## src/flashSpi_consts.svh

```systemverilog
`ifndef FLASH_SPI_CONSTS_SVH
`define FLASH_SPI_CONSTS_SVH

// system clocks per sck half period
`define FLASH_CLK_DIV   4
// clocks from sck fall to mosi update, keep below the divider
`define FLASH_HOLD_CYC  2
// cs setup and hold around a frame
`define CS_GAP_CYC      4

// apb byte offsets
`define REG_CTRL        8'h00
`define REG_ADDR        8'h04
`define REG_WDATA       8'h08
`define REG_RDATA       8'h0C
`define REG_STATUS      8'h10

`define CTRL_START_BIT  8       // self clearing
`define STAT_BUSY_BIT   0
`define STAT_DONE_BIT   1       // sticky, cleared by status read

`endif

```

## src/flashSpiPkg.sv

```systemverilog
package flashSpiPkg;

    // ----------------------------------------------------------
    // command sequencer states
    // ----------------------------------------------------------
    typedef enum logic [2:0]
    {
        IDLE,           // cs high, waiting for start
        CS_SETUP,       // cs low before first sck
        SEND_OP,        // opcode byte
        SEND_ADDR,      // three address bytes, msb first
        XFER_DATA,      // write byte or dummy 0xff on reads
        CS_HOLD         // cs low after last sck
    } cmdState;

    // ----------------------------------------------------------
    // nor flash opcodes handled here
    // ----------------------------------------------------------
    typedef enum logic [7:0]
    {
        OP_WREN = 8'h06,    // write enable, opcode only
        OP_RDSR = 8'h05,    // read status register
        OP_READ = 8'h03,    // read data, 24 bit address
        OP_PP   = 8'h02     // page program, one byte
    } flashOp;

endpackage

```

## src/apbFlashRegs.sv

```systemverilog
`timescale 1ns/10ps
`include "flashSpi_consts.svh"

module apbFlashRegs
(
    input  logic                 iSysClk,
    input  logic                 rstN,
    input  logic                 pSel,
    input  logic                 pEnable,
    input  logic                 pWrite,
    input  logic [7:0]           pAddr,
    input  logic [31:0]          pWdata,
    output logic [31:0]          pRdata,
    output logic                 pSlvErr,
    input  logic                 busy,
    input  logic [7:0]           rdByte,
    input  logic                 rdByteVld,
    output logic                 cmdStart,
    output flashSpiPkg::flashOp  cmdOp,
    output logic [23:0]          cmdAddr,
    output logic [7:0]           cmdWrByte
);

    import flashSpiPkg::*;

    logic        accessCyc, wrAcc, rdAcc;
    logic        knownOff, opLegal, startReq;
    logic        ctrlWr, ctrlErr, ctrlAccept;
    logic        busyInt, busyQ, busyFell;
    logic        statusRd, doneFlag;
    logic [7:0]  rdData;
    logic [31:0] statusWord;

    // ----------------------------------------------------------
    // access decode
    // ----------------------------------------------------------
    assign accessCyc = pSel & pEnable;          // zero wait, always last cycle
    assign wrAcc     = accessCyc & pWrite;
    assign rdAcc     = accessCyc & ~pWrite;
    assign busyInt   = busy | cmdStart;         // start issued, fsm not yet busy
    assign startReq  = pWdata[`CTRL_START_BIT];

    always_comb
    begin
        case (pAddr)
            `REG_CTRL, `REG_ADDR, `REG_WDATA, `REG_RDATA, `REG_STATUS: knownOff = 1'b1;
            default: knownOff = 1'b0;
        endcase
        case (pWdata[7:0])
            OP_WREN, OP_RDSR, OP_READ, OP_PP: opLegal = 1'b1;
            default: opLegal = 1'b0;
        endcase
    end

    assign ctrlWr     = wrAcc & (pAddr == `REG_CTRL);
    assign ctrlErr    = ctrlWr & (~opLegal | (startReq & busyInt));
    assign ctrlAccept = ctrlWr & ~ctrlErr & ~busyInt;   // op frozen during a frame
    assign pSlvErr    = (accessCyc & ~knownOff) | ctrlErr;

    // control state
    always_ff @(posedge iSysClk or negedge rstN)
    begin
        if (!rstN)
        begin
            cmdStart <= 1'b0;
            cmdOp    <= OP_WREN;
            busyQ    <= 1'b0;
            doneFlag <= 1'b0;
        end
        else
        begin
            cmdStart <= ctrlAccept & startReq;  // one cycle pulse
            if (ctrlAccept)
                cmdOp <= flashOp'(pWdata[7:0]);
            busyQ    <= busy;
            doneFlag <= statusRd ? 1'b0 : (doneFlag | busyFell);    // read clears
        end
    end

    // address and write byte, ignored while a frame runs
    always_ff @(posedge iSysClk)
    begin
        if (wrAcc && pAddr == `REG_ADDR && !busyInt)
            cmdAddr <= pWdata[23:0];
        if (wrAcc && pAddr == `REG_WDATA && !busyInt)
            cmdWrByte <= pWdata[7:0];
        if (rdByteVld)
            rdData <= rdByte;                   // final miso byte
    end

    // ----------------------------------------------------------
    // status and read mux
    // ----------------------------------------------------------
    assign busyFell = busyQ & ~busy;
    assign statusRd = rdAcc & (pAddr == `REG_STATUS);

    always_comb
    begin
        statusWord = '0;
        statusWord[`STAT_BUSY_BIT] = busyInt;
        statusWord[`STAT_DONE_BIT] = doneFlag | busyFell;   // visible on the fall itself
        case (pAddr)
            `REG_CTRL:   pRdata = {23'd0, cmdStart, cmdOp};
            `REG_ADDR:   pRdata = {8'd0, cmdAddr};
            `REG_WDATA:  pRdata = {24'd0, cmdWrByte};
            `REG_RDATA:  pRdata = {24'd0, rdData};
            `REG_STATUS: pRdata = statusWord;
            default:     pRdata = '0;
        endcase
    end

    // access phase always follows a setup phase with pSel held
    apbEnableNeedsSel: assert property (@(posedge iSysClk) disable iff (!rstN)
        pEnable |-> pSel)
        else $error("pEnable high without pSel");

endmodule

```

## src/flashCmdFsm.sv

```systemverilog
`timescale 1ns/10ps
`include "flashSpi_consts.svh"

module flashCmdFsm
(
    input  logic                 iSysClk,
    input  logic                 rstN,
    input  logic                 cmdStart,
    input  flashSpiPkg::flashOp  cmdOp,
    input  logic [23:0]          cmdAddr,
    input  logic [7:0]           cmdWrByte,
    output logic                 busy,
    output logic                 cs,
    output logic                 sckRun,
    input  logic                 byteDone,
    output logic                 loadByte,
    output logic [7:0]           txByte,
    input  logic [7:0]           rxByte,
    output logic [7:0]           rdByte,
    output logic                 rdByteVld
);

    import flashSpiPkg::*;

    localparam int              lpGapW    = $clog2(`CS_GAP_CYC + 1);
    localparam logic [lpGapW-1:0] lpGapLast = lpGapW'(`CS_GAP_CYC - 1);

    cmdState           state;
    logic [lpGapW-1:0] gapCnt;      // cs setup / hold
    logic [1:0]        addrIdx;     // address byte just sent
    logic              hasAddr, hasData, isRead;
    logic [7:0]        dataByte;

    // ----------------------------------------------------------
    // opcode properties
    // ----------------------------------------------------------
    assign hasAddr  = (cmdOp == OP_READ) || (cmdOp == OP_PP);
    assign hasData  = (cmdOp != OP_WREN);
    assign isRead   = (cmdOp == OP_READ) || (cmdOp == OP_RDSR);
    assign dataByte = (cmdOp == OP_PP) ? cmdWrByte : 8'hFF;    // dummy on reads

    // next byte for the shifter, loaded while idle or on byteDone
    always_comb
    begin
        loadByte = 1'b0;
        txByte   = dataByte;
        case (state)
            IDLE:
            begin
                loadByte = cmdStart;
                txByte   = cmdOp;               // opcode ready before cs falls
            end
            SEND_OP:
            begin
                loadByte = byteDone & hasData;  // wren ends here
                if (hasAddr)
                    txByte = cmdAddr[23:16];
            end
            SEND_ADDR:
            begin
                loadByte = byteDone;
                case (addrIdx)
                    2'd0:    txByte = cmdAddr[15:8];
                    2'd1:    txByte = cmdAddr[7:0];
                    default: txByte = dataByte;
                endcase
            end
            default: loadByte = 1'b0;
        endcase
    end

    // ----------------------------------------------------------
    // frame sequencing
    // ----------------------------------------------------------
    always_ff @(posedge iSysClk or negedge rstN)
    begin
        if (!rstN)
        begin
            state     <= IDLE;
            cs        <= 1'b1;
            busy      <= 1'b0;
            sckRun    <= 1'b0;
            gapCnt    <= '0;
            addrIdx   <= '0;
            rdByteVld <= 1'b0;
        end
        else
        begin
            rdByteVld <= 1'b0;
            case (state)
                IDLE:
                    if (cmdStart)
                    begin
                        state  <= CS_SETUP;
                        cs     <= 1'b0;
                        busy   <= 1'b1;
                        gapCnt <= '0;
                    end
                CS_SETUP:
                    if (gapCnt == lpGapLast)
                    begin
                        state  <= SEND_OP;
                        sckRun <= 1'b1;         // stays high across bytes
                    end
                    else
                        gapCnt <= gapCnt + 1'b1;
                SEND_OP:
                    if (byteDone)
                    begin
                        if (hasAddr)
                        begin
                            state   <= SEND_ADDR;
                            addrIdx <= '0;
                        end
                        else if (hasData)
                            state <= XFER_DATA;
                        else
                        begin
                            state  <= CS_HOLD;
                            sckRun <= 1'b0;
                            gapCnt <= '0;
                        end
                    end
                SEND_ADDR:
                    if (byteDone)
                    begin
                        if (addrIdx == 2'd2)
                            state <= XFER_DATA;
                        else
                            addrIdx <= addrIdx + 1'b1;
                    end
                XFER_DATA:
                    if (byteDone)
                    begin
                        state     <= CS_HOLD;
                        sckRun    <= 1'b0;
                        gapCnt    <= '0;
                        rdByteVld <= isRead;
                    end
                CS_HOLD:
                    if (gapCnt == lpGapLast)
                    begin
                        state <= IDLE;
                        cs    <= 1'b1;
                        busy  <= 1'b0;          // same clock as cs rise
                    end
                    else
                        gapCnt <= gapCnt + 1'b1;
                default: state <= IDLE;
            endcase
        end
    end

    // miso byte is complete on the last byteDone
    always_ff @(posedge iSysClk)
    begin
        if (state == XFER_DATA && byteDone && isRead)
            rdByte <= rxByte;
    end

    // register bank only pulses start between frames
    startWhileIdle: assert property (@(posedge iSysClk) disable iff (!rstN)
        cmdStart |-> !busy)
        else $error("cmdStart while a frame is running");

endmodule

```

## src/spiSckTimer.sv

```systemverilog
`timescale 1ns/10ps
`include "flashSpi_consts.svh"

module spiSckTimer
(
    input  logic iSysClk,
    input  logic rstN,
    input  logic sckRun,
    output logic sck,
    output logic byteDone,
    output logic shiftStb,
    output logic sampleStb
);

    localparam int                 lpDivW     = $clog2(`FLASH_CLK_DIV);
    localparam logic [lpDivW-1:0]  lpDivLast  = lpDivW'(`FLASH_CLK_DIV - 1);
    localparam int                 lpHoldW    = $clog2(`FLASH_HOLD_CYC + 1);
    localparam logic [lpHoldW-1:0] lpHoldLast = lpHoldW'(`FLASH_HOLD_CYC - 1);

    typedef enum logic
    {
        HOLD_IDLE,
        HOLD_RUN
    } holdState;

    logic [lpDivW-1:0]  divCnt;
    logic [2:0]         bitCnt;     // falling edges within the byte
    logic [lpHoldW-1:0] holdCnt;
    holdState           holdSt;
    logic               divHit, sckFall, sckRise, holdHit;

    // ----------------------------------------------------------
    // divider and sck, mode 0
    // ----------------------------------------------------------
    assign divHit  = sckRun & (divCnt == lpDivLast);
    assign sckFall = divHit & sck;
    assign sckRise = divHit & ~sck;

    always_ff @(posedge iSysClk or negedge rstN)
    begin
        if (!rstN)
        begin
            divCnt   <= '0;
            sck      <= 1'b0;
            bitCnt   <= '0;
            byteDone <= 1'b0;
        end
        else if (!sckRun)
        begin
            divCnt   <= '0;             // restart phase for the next byte
            sck      <= 1'b0;           // idle low
            bitCnt   <= '0;
            byteDone <= 1'b0;
        end
        else
        begin
            divCnt   <= divHit ? '0 : divCnt + 1'b1;
            if (divHit)
                sck <= ~sck;
            if (sckFall)
                bitCnt <= bitCnt + 1'b1;            // wraps after eight
            byteDone <= sckFall & (bitCnt == 3'd7);
        end
    end

    assign sampleStb = sckRise;     // miso taken with the rising edge

    // ----------------------------------------------------------
    // mosi hold timer
    // no shift after the 8th fall, the next byte is loaded then
    // ----------------------------------------------------------
    assign holdHit  = holdCnt == lpHoldLast;
    assign shiftStb = (holdSt == HOLD_RUN) & holdHit;

    always_ff @(posedge iSysClk or negedge rstN)
    begin
        if (!rstN)
        begin
            holdSt  <= HOLD_IDLE;
            holdCnt <= '0;
        end
        else if (!sckRun)
        begin
            holdSt  <= HOLD_IDLE;
            holdCnt <= '0;
        end
        else
        begin
            case (holdSt)
                HOLD_IDLE:
                begin
                    holdCnt <= '0;
                    if (sckFall && bitCnt != 3'd7)
                        holdSt <= HOLD_RUN;
                end
                HOLD_RUN:
                begin
                    holdCnt <= holdHit ? '0 : holdCnt + 1'b1;
                    if (holdHit)
                        holdSt <= HOLD_IDLE;
                end
                default: holdSt <= HOLD_IDLE;
            endcase
        end
    end

    sckIdleLow: assert property (@(posedge iSysClk) disable iff (!rstN)
        !sckRun |-> !sck)
        else $error("sck high while sckRun low");

endmodule

```

## src/spiShifter.sv

```systemverilog
`timescale 1ns/10ps

module spiShifter
(
    input  logic       iSysClk,
    input  logic       rstN,
    input  logic       loadByte,
    input  logic [7:0] txByte,
    input  logic       shiftStb,
    input  logic       sampleStb,
    input  logic       miso,
    output logic       mosi,
    output logic [7:0] rxByte
);

    logic [7:0] txReg;
    logic [7:0] rxReg;

    // ----------------------------------------------------------
    // transmit, msb first
    // ----------------------------------------------------------
    always_ff @(posedge iSysClk or negedge rstN)
    begin
        if (!rstN)
            txReg <= '0;                            // mosi low out of reset
        else if (loadByte)
            txReg <= txByte;
        else if (shiftStb)
            txReg <= {txReg[6:0], 1'b1};            // ones fill behind
    end

    assign mosi = txReg[7];

    // receive, shifted on rising sck
    always_ff @(posedge iSysClk)
    begin
        if (sampleStb)
            rxReg <= {rxReg[6:0], miso};
    end

    assign rxByte = rxReg;

endmodule

```

## src/flashSpiTop.sv

```systemverilog
`timescale 1ns/10ps

module flashSpiTop
(
    input  logic        iSysClk,
    input  logic        rstN,
    // apb
    input  logic        pSel,
    input  logic        pEnable,
    input  logic        pWrite,
    input  logic [7:0]  pAddr,
    input  logic [31:0] pWdata,
    output logic [31:0] pRdata,
    output logic        pSlvErr,
    output logic        pReady,
    // flash pins
    output logic        cs,
    output logic        sck,
    output logic        mosi,
    input  logic        miso,
    output logic        wp,
    output logic        hold
);

    import flashSpiPkg::*;

    flashOp      cmdOp;
    logic        cmdStart, busy, rdByteVld;
    logic [23:0] cmdAddr;
    logic [7:0]  cmdWrByte, rdByte, txByte, rxByte;
    logic        sckRun, byteDone, loadByte;
    logic        shiftStb, sampleStb;

    assign pReady = 1'b1;   // zero wait states
    assign wp     = 1'b1;   // write protect off
    assign hold   = 1'b1;   // never paused

    apbFlashRegs uRegs
    (
        .iSysClk   (iSysClk),
        .rstN      (rstN),
        .pSel      (pSel),
        .pEnable   (pEnable),
        .pWrite    (pWrite),
        .pAddr     (pAddr),
        .pWdata    (pWdata),
        .pRdata    (pRdata),
        .pSlvErr   (pSlvErr),
        .busy      (busy),
        .rdByte    (rdByte),
        .rdByteVld (rdByteVld),
        .cmdStart  (cmdStart),
        .cmdOp     (cmdOp),
        .cmdAddr   (cmdAddr),
        .cmdWrByte (cmdWrByte)
    );

    flashCmdFsm uFsm
    (
        .iSysClk   (iSysClk),
        .rstN      (rstN),
        .cmdStart  (cmdStart),
        .cmdOp     (cmdOp),
        .cmdAddr   (cmdAddr),
        .cmdWrByte (cmdWrByte),
        .busy      (busy),
        .cs        (cs),
        .sckRun    (sckRun),
        .byteDone  (byteDone),
        .loadByte  (loadByte),
        .txByte    (txByte),
        .rxByte    (rxByte),
        .rdByte    (rdByte),
        .rdByteVld (rdByteVld)
    );

    spiSckTimer uTimer
    (
        .iSysClk   (iSysClk),
        .rstN      (rstN),
        .sckRun    (sckRun),
        .sck       (sck),
        .byteDone  (byteDone),
        .shiftStb  (shiftStb),
        .sampleStb (sampleStb)
    );

    spiShifter uShift
    (
        .iSysClk   (iSysClk),
        .rstN      (rstN),
        .loadByte  (loadByte),
        .txByte    (txByte),
        .shiftStb  (shiftStb),
        .sampleStb (sampleStb),
        .miso      (miso),
        .mosi      (mosi),
        .rxByte    (rxByte)
    );

endmodule

```

## config.mk

```make
export PLATFORM = sky130hd
export DESIGN_NAME = flashSpiTop
export DESIGN_NICKNAME = d
export VERILOG_FILES = /design/src/flashSpiPkg.sv /design/src/apbFlashRegs.sv /design/src/flashCmdFsm.sv /design/src/spiSckTimer.sv /design/src/spiShifter.sv /design/src/flashSpiTop.sv
export VERILOG_INCLUDE_DIRS = /design/src /design/src/src
export SDC_FILE = /design/constraint.sdc
export NUM_CORES = 1
export LEC_CHECK = 0
export BUFFER_PORTS_ARGS = -buffer_cell sky130_fd_sc_hd__clkbuf_2
export CORE_MARGIN = 3
export CORE_UTILIZATION = 54
export CTS_BUF_LIST = sky130_fd_sc_hd__clkbuf_8
export CTS_CLUSTER_DIAMETER = 200
export DETAILED_ROUTE_END_ITERATION = 10
export PLACE_DENSITY_LB_ADDON = 0.25
export SLEW_MARGIN = 10
export SYNTH_ARGS = -nofsm -noshare
export SYNTH_HDL_FRONTEND = slang
export SYNTH_SLANG_ARGS = --single-unit
```

## constraint.sdc

```tcl
create_clock -name iSysClk -period 3 [get_ports iSysClk]
set_input_delay 0.15 -clock iSysClk [delete_from_list [all_inputs] [get_ports iSysClk]]
set_output_delay 0.15 -clock iSysClk [all_outputs]
set_load 0.005 [all_outputs]
```

# Word level (Yosys, flattened, before mapping)
# Index checks and enable logic that the tools add are counted.
# op_classes
add_sub_neg,5
n_eq_ne,38
muxes,60
bitwise,30
n_reduce_logical,26
# op_table
op,n
$pmux 24 s5,1
$mux 3,16
$eq 8x2->1 const B,4
$eq 8x3->1 const B,4
$mux 8,4
$pmux 8 s3,1
$mux 1,20
$and 1x1->1,18
$ne 2x1->1 const B,9
$pmux 3 s6,1
$eq 8x4->1 const B,2
$mux 2,8
$pmux 8 s2,1
$reduce_and 7->1,2
$pmux 3 s4,1
$ne 2x2->1 const B,5
$eq 3x2->1 const B,3
$eq 3x3->1 const B,3
$eq 8x5->1 const B,1
$logic_not 8->1,1
$ne 8x3->1 const B,1
$not 1->1,8
$pmux 2 s2,2
$logic_and 1x1->1,7
22 further kinds,36
# word_totals
ff_bits,97
out_inout_bits,39
wordCells,182

# Depth between registers and ports, before layout
# logic_depth
depth_word,10
ltp_mapped,9
depth_no_buf,6

# By module
# A second synthesis with hierarchy kept.
# hier_totals
cells_unflattened,399
hier_area_um2,4862.2
# modules_own_cells
module,instances,cells_each,area_per_inst_um2,seq_area_each_um2
apbFlashRegs,1,141,2237.1,1478.9
flashCmdFsm,1,175,1562.7,541.8
spiShifter,1,42,606.8,440.4
spiSckTimer,1,37,429.2,250.2
flashSpiTop,1,4,26.3,0.0

# Worst setup path before layout
# No wires, ideal clock.
# synth_timing
path_kind,input-to-reg
from,input pAddr[7]
to,"register uRegs.cmdAddr[0], enable pin"
setup_time_ps,405
arrival_time_ps,2634
setup_slack_ps,-39
stages,5
path_buffers,1
cell_sequence,or4_1 nor4_1 clkbuf_1 inv_1 nor2_1
# synth_between
elab_chain_cells,3
# synth_rtl
element,line_no,text
"start, declared",flashSpiTop.sv:11,"input logic [7:0] pAddr,"
$eq 8x3->1 (no line),--,
$logic_and 1x1->1 (no line),--,
$logic_and 1x1->1,apbFlashRegs.sv:83,if (wrAcc && pAddr == `REG_ADDR && !busyInt)
"end signal, assigned",apbFlashRegs.sv:84,cmdAddr <= pWdata[23:0];
"end, declared",apbFlashRegs.sv:20,"output logic [23:0] cmdAddr,"
# Every way passes these cells.
# A chain may end at the register's enable or synchronous reset.

# Worst setup path after layout
# layout_timing
from,input pWdata[5]
to,output pSlvErr
# layout_between
elab_chain_cells,7
elab_cells_between_ends,10
# layout_rtl
element,line_no,text
"start, declared",flashSpiTop.sv:12,"input logic [31:0] pWdata,"
$eq 8x3->1 / $eq 8x2->1 (equally long branches),apbFlashRegs.sv:49,case (pWdata[7:0])
$reduce_or 4->1 *,apbFlashRegs.sv:49,
$mux 1 *,apbFlashRegs.sv:49,
$not 1->1 *,apbFlashRegs.sv:56,assign ctrlErr = ctrlWr & (~opLegal | (startReq & busyInt));
$or 1x1->1 *,apbFlashRegs.sv:56,
$and 1x1->1 *,apbFlashRegs.sv:56,
$or 1x1->1 *,apbFlashRegs.sv:58,assign pSlvErr = (accessCyc & ~knownOff) | ctrlErr;
"end, declared",flashSpiTop.sv:14,"output logic pSlvErr,"
# Every way passes the cells marked *; elsewhere a longest branch is shown, timed or not.

==> qor.txt <==
Die Y - 98.8 um
CP cell instances - dlygate4sd3_1, clkbuf_2, or4_1, or4_4, o2111ai_1, a31oi_1, clkbuf_2
Most used cell, CP - clkbuf_2
Post_cts resized - 0
Rows - 33
# port buffers - 65
Worst Setup SP - pWdata[5]
Status - complete, no violations
Share of the synthesized area in the top cell type - 36.1%
GP Congestion - 0.888
Startpoint Class - input port
CTS Hold Buffers Added - 22
Slowest CP cell - or4_1
Total GRT Usage - 22.9%
Tcrit/Tclk final - 86.5%
Crit path DAT - 2.45 ns
Synth Register Bits - 97
Synth Instances - 385
Slew Viols, Final - 0
Final Hold Violating Endpoints - 0
Worst slew pin tran - 1.05 ns
Avg WL per Cell - 18.4 um
CTS tree - built
Initial antenna violation count - 0
Number of diodes - 0
Ratio of cells with drive above 1 in the final layout - 26.2%
Unrepaired setup endpoints after global routing - no
R2r startpoint - uRegs.cmdStart$_DFF_PN0_
Crit path depth - 7
Area grow syn2layout - 18.7%
Slew margin rel. - 29.8%
Io pins - 85
P_leak - 2.30 nW
Largest net degree at the start of global routing - 42
CTS root buf - clkbuf_8
Syn_area_per_cell - 12.1 um^2
Buf/Inv on CP - 3
Nets - 527
Final-layout fill cell count - 640
Total chip power - 2.34 mW
Crit end category - primary output
# setup viols final - 0
Sequential area share after synthesis - 58.3%
Drt drc - 0
Worst slack at placement - 0.609 ns
Hold Path Class - input port to flop
Clock transition at path regs - 0.10 ns
Tmin final - 2.60 ns
HPWL reported at the end of detailed placement - 7500 um
CTS sink cnt - 97
Yosys warning count - 0
Crit path setup slack, layout - 0.405 ns
Power per standard cell area - 424 nW/um^2
Sequential cell area - 2710 um^2
DR iter-0 viols - 293
DR vias/cell - 5.92
Library cells used by synthesis - 55
Global-route wire length before repair - 17,400 um
Worst clock skew - 0.00723 ns
WS Path Type - input port to primary output
Max Cap Viol - 0
Post-CTS setup buffers - 0
Setup tns final - 0 ns
H-tree depth - 3
Starting Density - 56.1%
Number of flops mapped to enable cells by yosys - 56
Worst setup path end - pSlvErr
Routed Antenna Nets - 0
First-pass DRT Iterations - 5
Synth async-reset ratio - 42.3%
GRT overflow - 0
Netlist Area Pre-Place - 4650 um^2
CP delay by family, top - simple AND/OR/NAND/NOR gates
Max Freq - 0.385 GHz
Core area - 8300 um^2
Vias in the first global route - 3,340
Clock latency on the worst-skew pair - 0.37 ns
Synth area leaders - edfxtp_1 (36%), dfrtp_1 (20%), mux2_2 (3.6%)
Worst path max stage delay - 0.58 ns
Total CTS buffers - 9
Die X - 98.8 um
R2R Setup Slk - 0.77 ns
Max Root-Sink Buffers - 2
Worst reg2reg path depth - 3
Leading area contributor after synthesis - edfxtp_1
R2r endpoint - uRegs.cmdOp[0]$_DFFE_PN0P_
Die area - 9770 um^2
CP required - 2.85 ns
Critical Path Fanout Max - 3
Main flop type after synthesis - edfxtp_1
Final wirelength - 10,700 um
Area of the multi-input gates - 1790 um^2
Worst vdd ir - 0.361 mV
Via count - 3,451
[state kept, by name (all words and copies together) (netlist names), 8 cells and up]
name             flops
uRegs.cmdAddr       24
uFsm.rdByte          8
uRegs.cmdOp          8
uRegs.cmdWrByte      8
uRegs.rdData         8
uShift.rxByte        8
uShift.txReg         8
[stage by stage]
stage	cells	hold WS (ns)	utilization (%)	area [um^2]
after floorplan	394	-0.146	-	4690
after global placement	543	0.327	61.1	5070
after detailed placement	543	0.329	61.1	5070
after CTS	581	0.000975	66.3	5500
after global routing	583	0.0184	66.5	5520
final	583	0.0359	66.5	5520
[Yosys cell counts (all sizes together), types with 6 or more instances]
library cell / instances
inv: 13
dfrtp: 38
mux2i: 9
nor2: 22
a31oi: 9
clkbuf: 18
buf: 11
ha: 8
and2: 17
a211oi: 7
o21a: 6
o41ai: 6
a22oi: 15
edfxtp: 56
a21oi: 24
o21ai: 10
nand3: 8
mux2: 15
nand2: 16
[worst min-delay path by stage]
stage          startpoint                      endpoint  slack (ns)  cells after the start
4_1_cts         pWdata[2]  uRegs.cmdWrByte[2]$_DFFE_PP_       0.001                      1
2_1_floorplan        rstN   uFsm.addrIdx[0]$_DFFE_PN0P_       -0.15                      0
3_5_place_dp   pWdata[18]   uRegs.cmdAddr[18]$_DFFE_PP_        0.33                      1
3_3_place_gp   pWdata[14]   uRegs.cmdAddr[14]$_DFFE_PP_        0.33                      1
6_report        pWdata[0]    uRegs.cmdAddr[0]$_DFFE_PP_        0.04                      1
5_1_grt         pWdata[0]    uRegs.cmdAddr[0]$_DFFE_PP_        0.02                      1
[where the power goes]
group	internal [mW]	switching (mW)
sequential	1.41	0.000154
combinational	0.0481	0.0477
clock	0.335	0.504
[layout by cell type (no fill, tap or decap), types with 3 or more instances in the layout]
cell type,instances
a31oi_1,9
clkbuf_2,65
or2_2,3
and3_1,3
o22ai_1,3
o21ai_0,10
nand3_1,8
o31ai_1,5
inv_1,13
mux2i_1,9
a22oi_1,15
buf_4,7
nor3_1,3
clkbuf_8,9
o41ai_1,6
nor4_1,3
and2_1,17
inv_8,3
ha_1,8
dlygate4sd3_1,24
conb_1,11
edfxtp_1,56
nand3b_1,3
dfrtp_1,38
nand2_1,16
or4_1,3
nand4_1,3
o211ai_1,3
mux2_2,15
dfstp_2,3
nor2_1,21
a21oi_1,24
a211oi_1,7
and2b_2,5
a22o_1,3
o21a_1,6
[final cells by class]
cell class / count / area share, %
well taps: 105 / 2.38
inverters: 13 / 0.884
flip-flops and latches: 97 / 49.1
clock inverters: 7 / 1.52
multi-input cells: 255 / 32.3
repair buffers: 97 / 11.6
clock buffers: 9 / 2.24
[per-layer routing]
metal | GRT usage (%) | part of all wire (%) | vias to the layer above | wire, um
li1 | - | - | 1615 | -
met3 | 4.60 | 6.8 | 17 | 728
met5 | 0 | 0 | - | 0
met4 | 6.41 | 1.3 | 0 | 142
met2 | 35.7 | 48 | 152 | 5150
met1 | 33.1 | 44 | 1667 | 4710
[cells by family after synthesis]
logic type / share of synthesized area, %
buffers and inverters: 4.28
multiplexers: 6.05
XOR/XNOR: 0.565
AND/OR/NAND/NOR: 14.1
AO/OA/AOI/OAI: 14.4
flip-flops: 58.3
other: 0.161
adder cells (fa/ha/maj): 2.15
(Power assumes the default switching activity.)
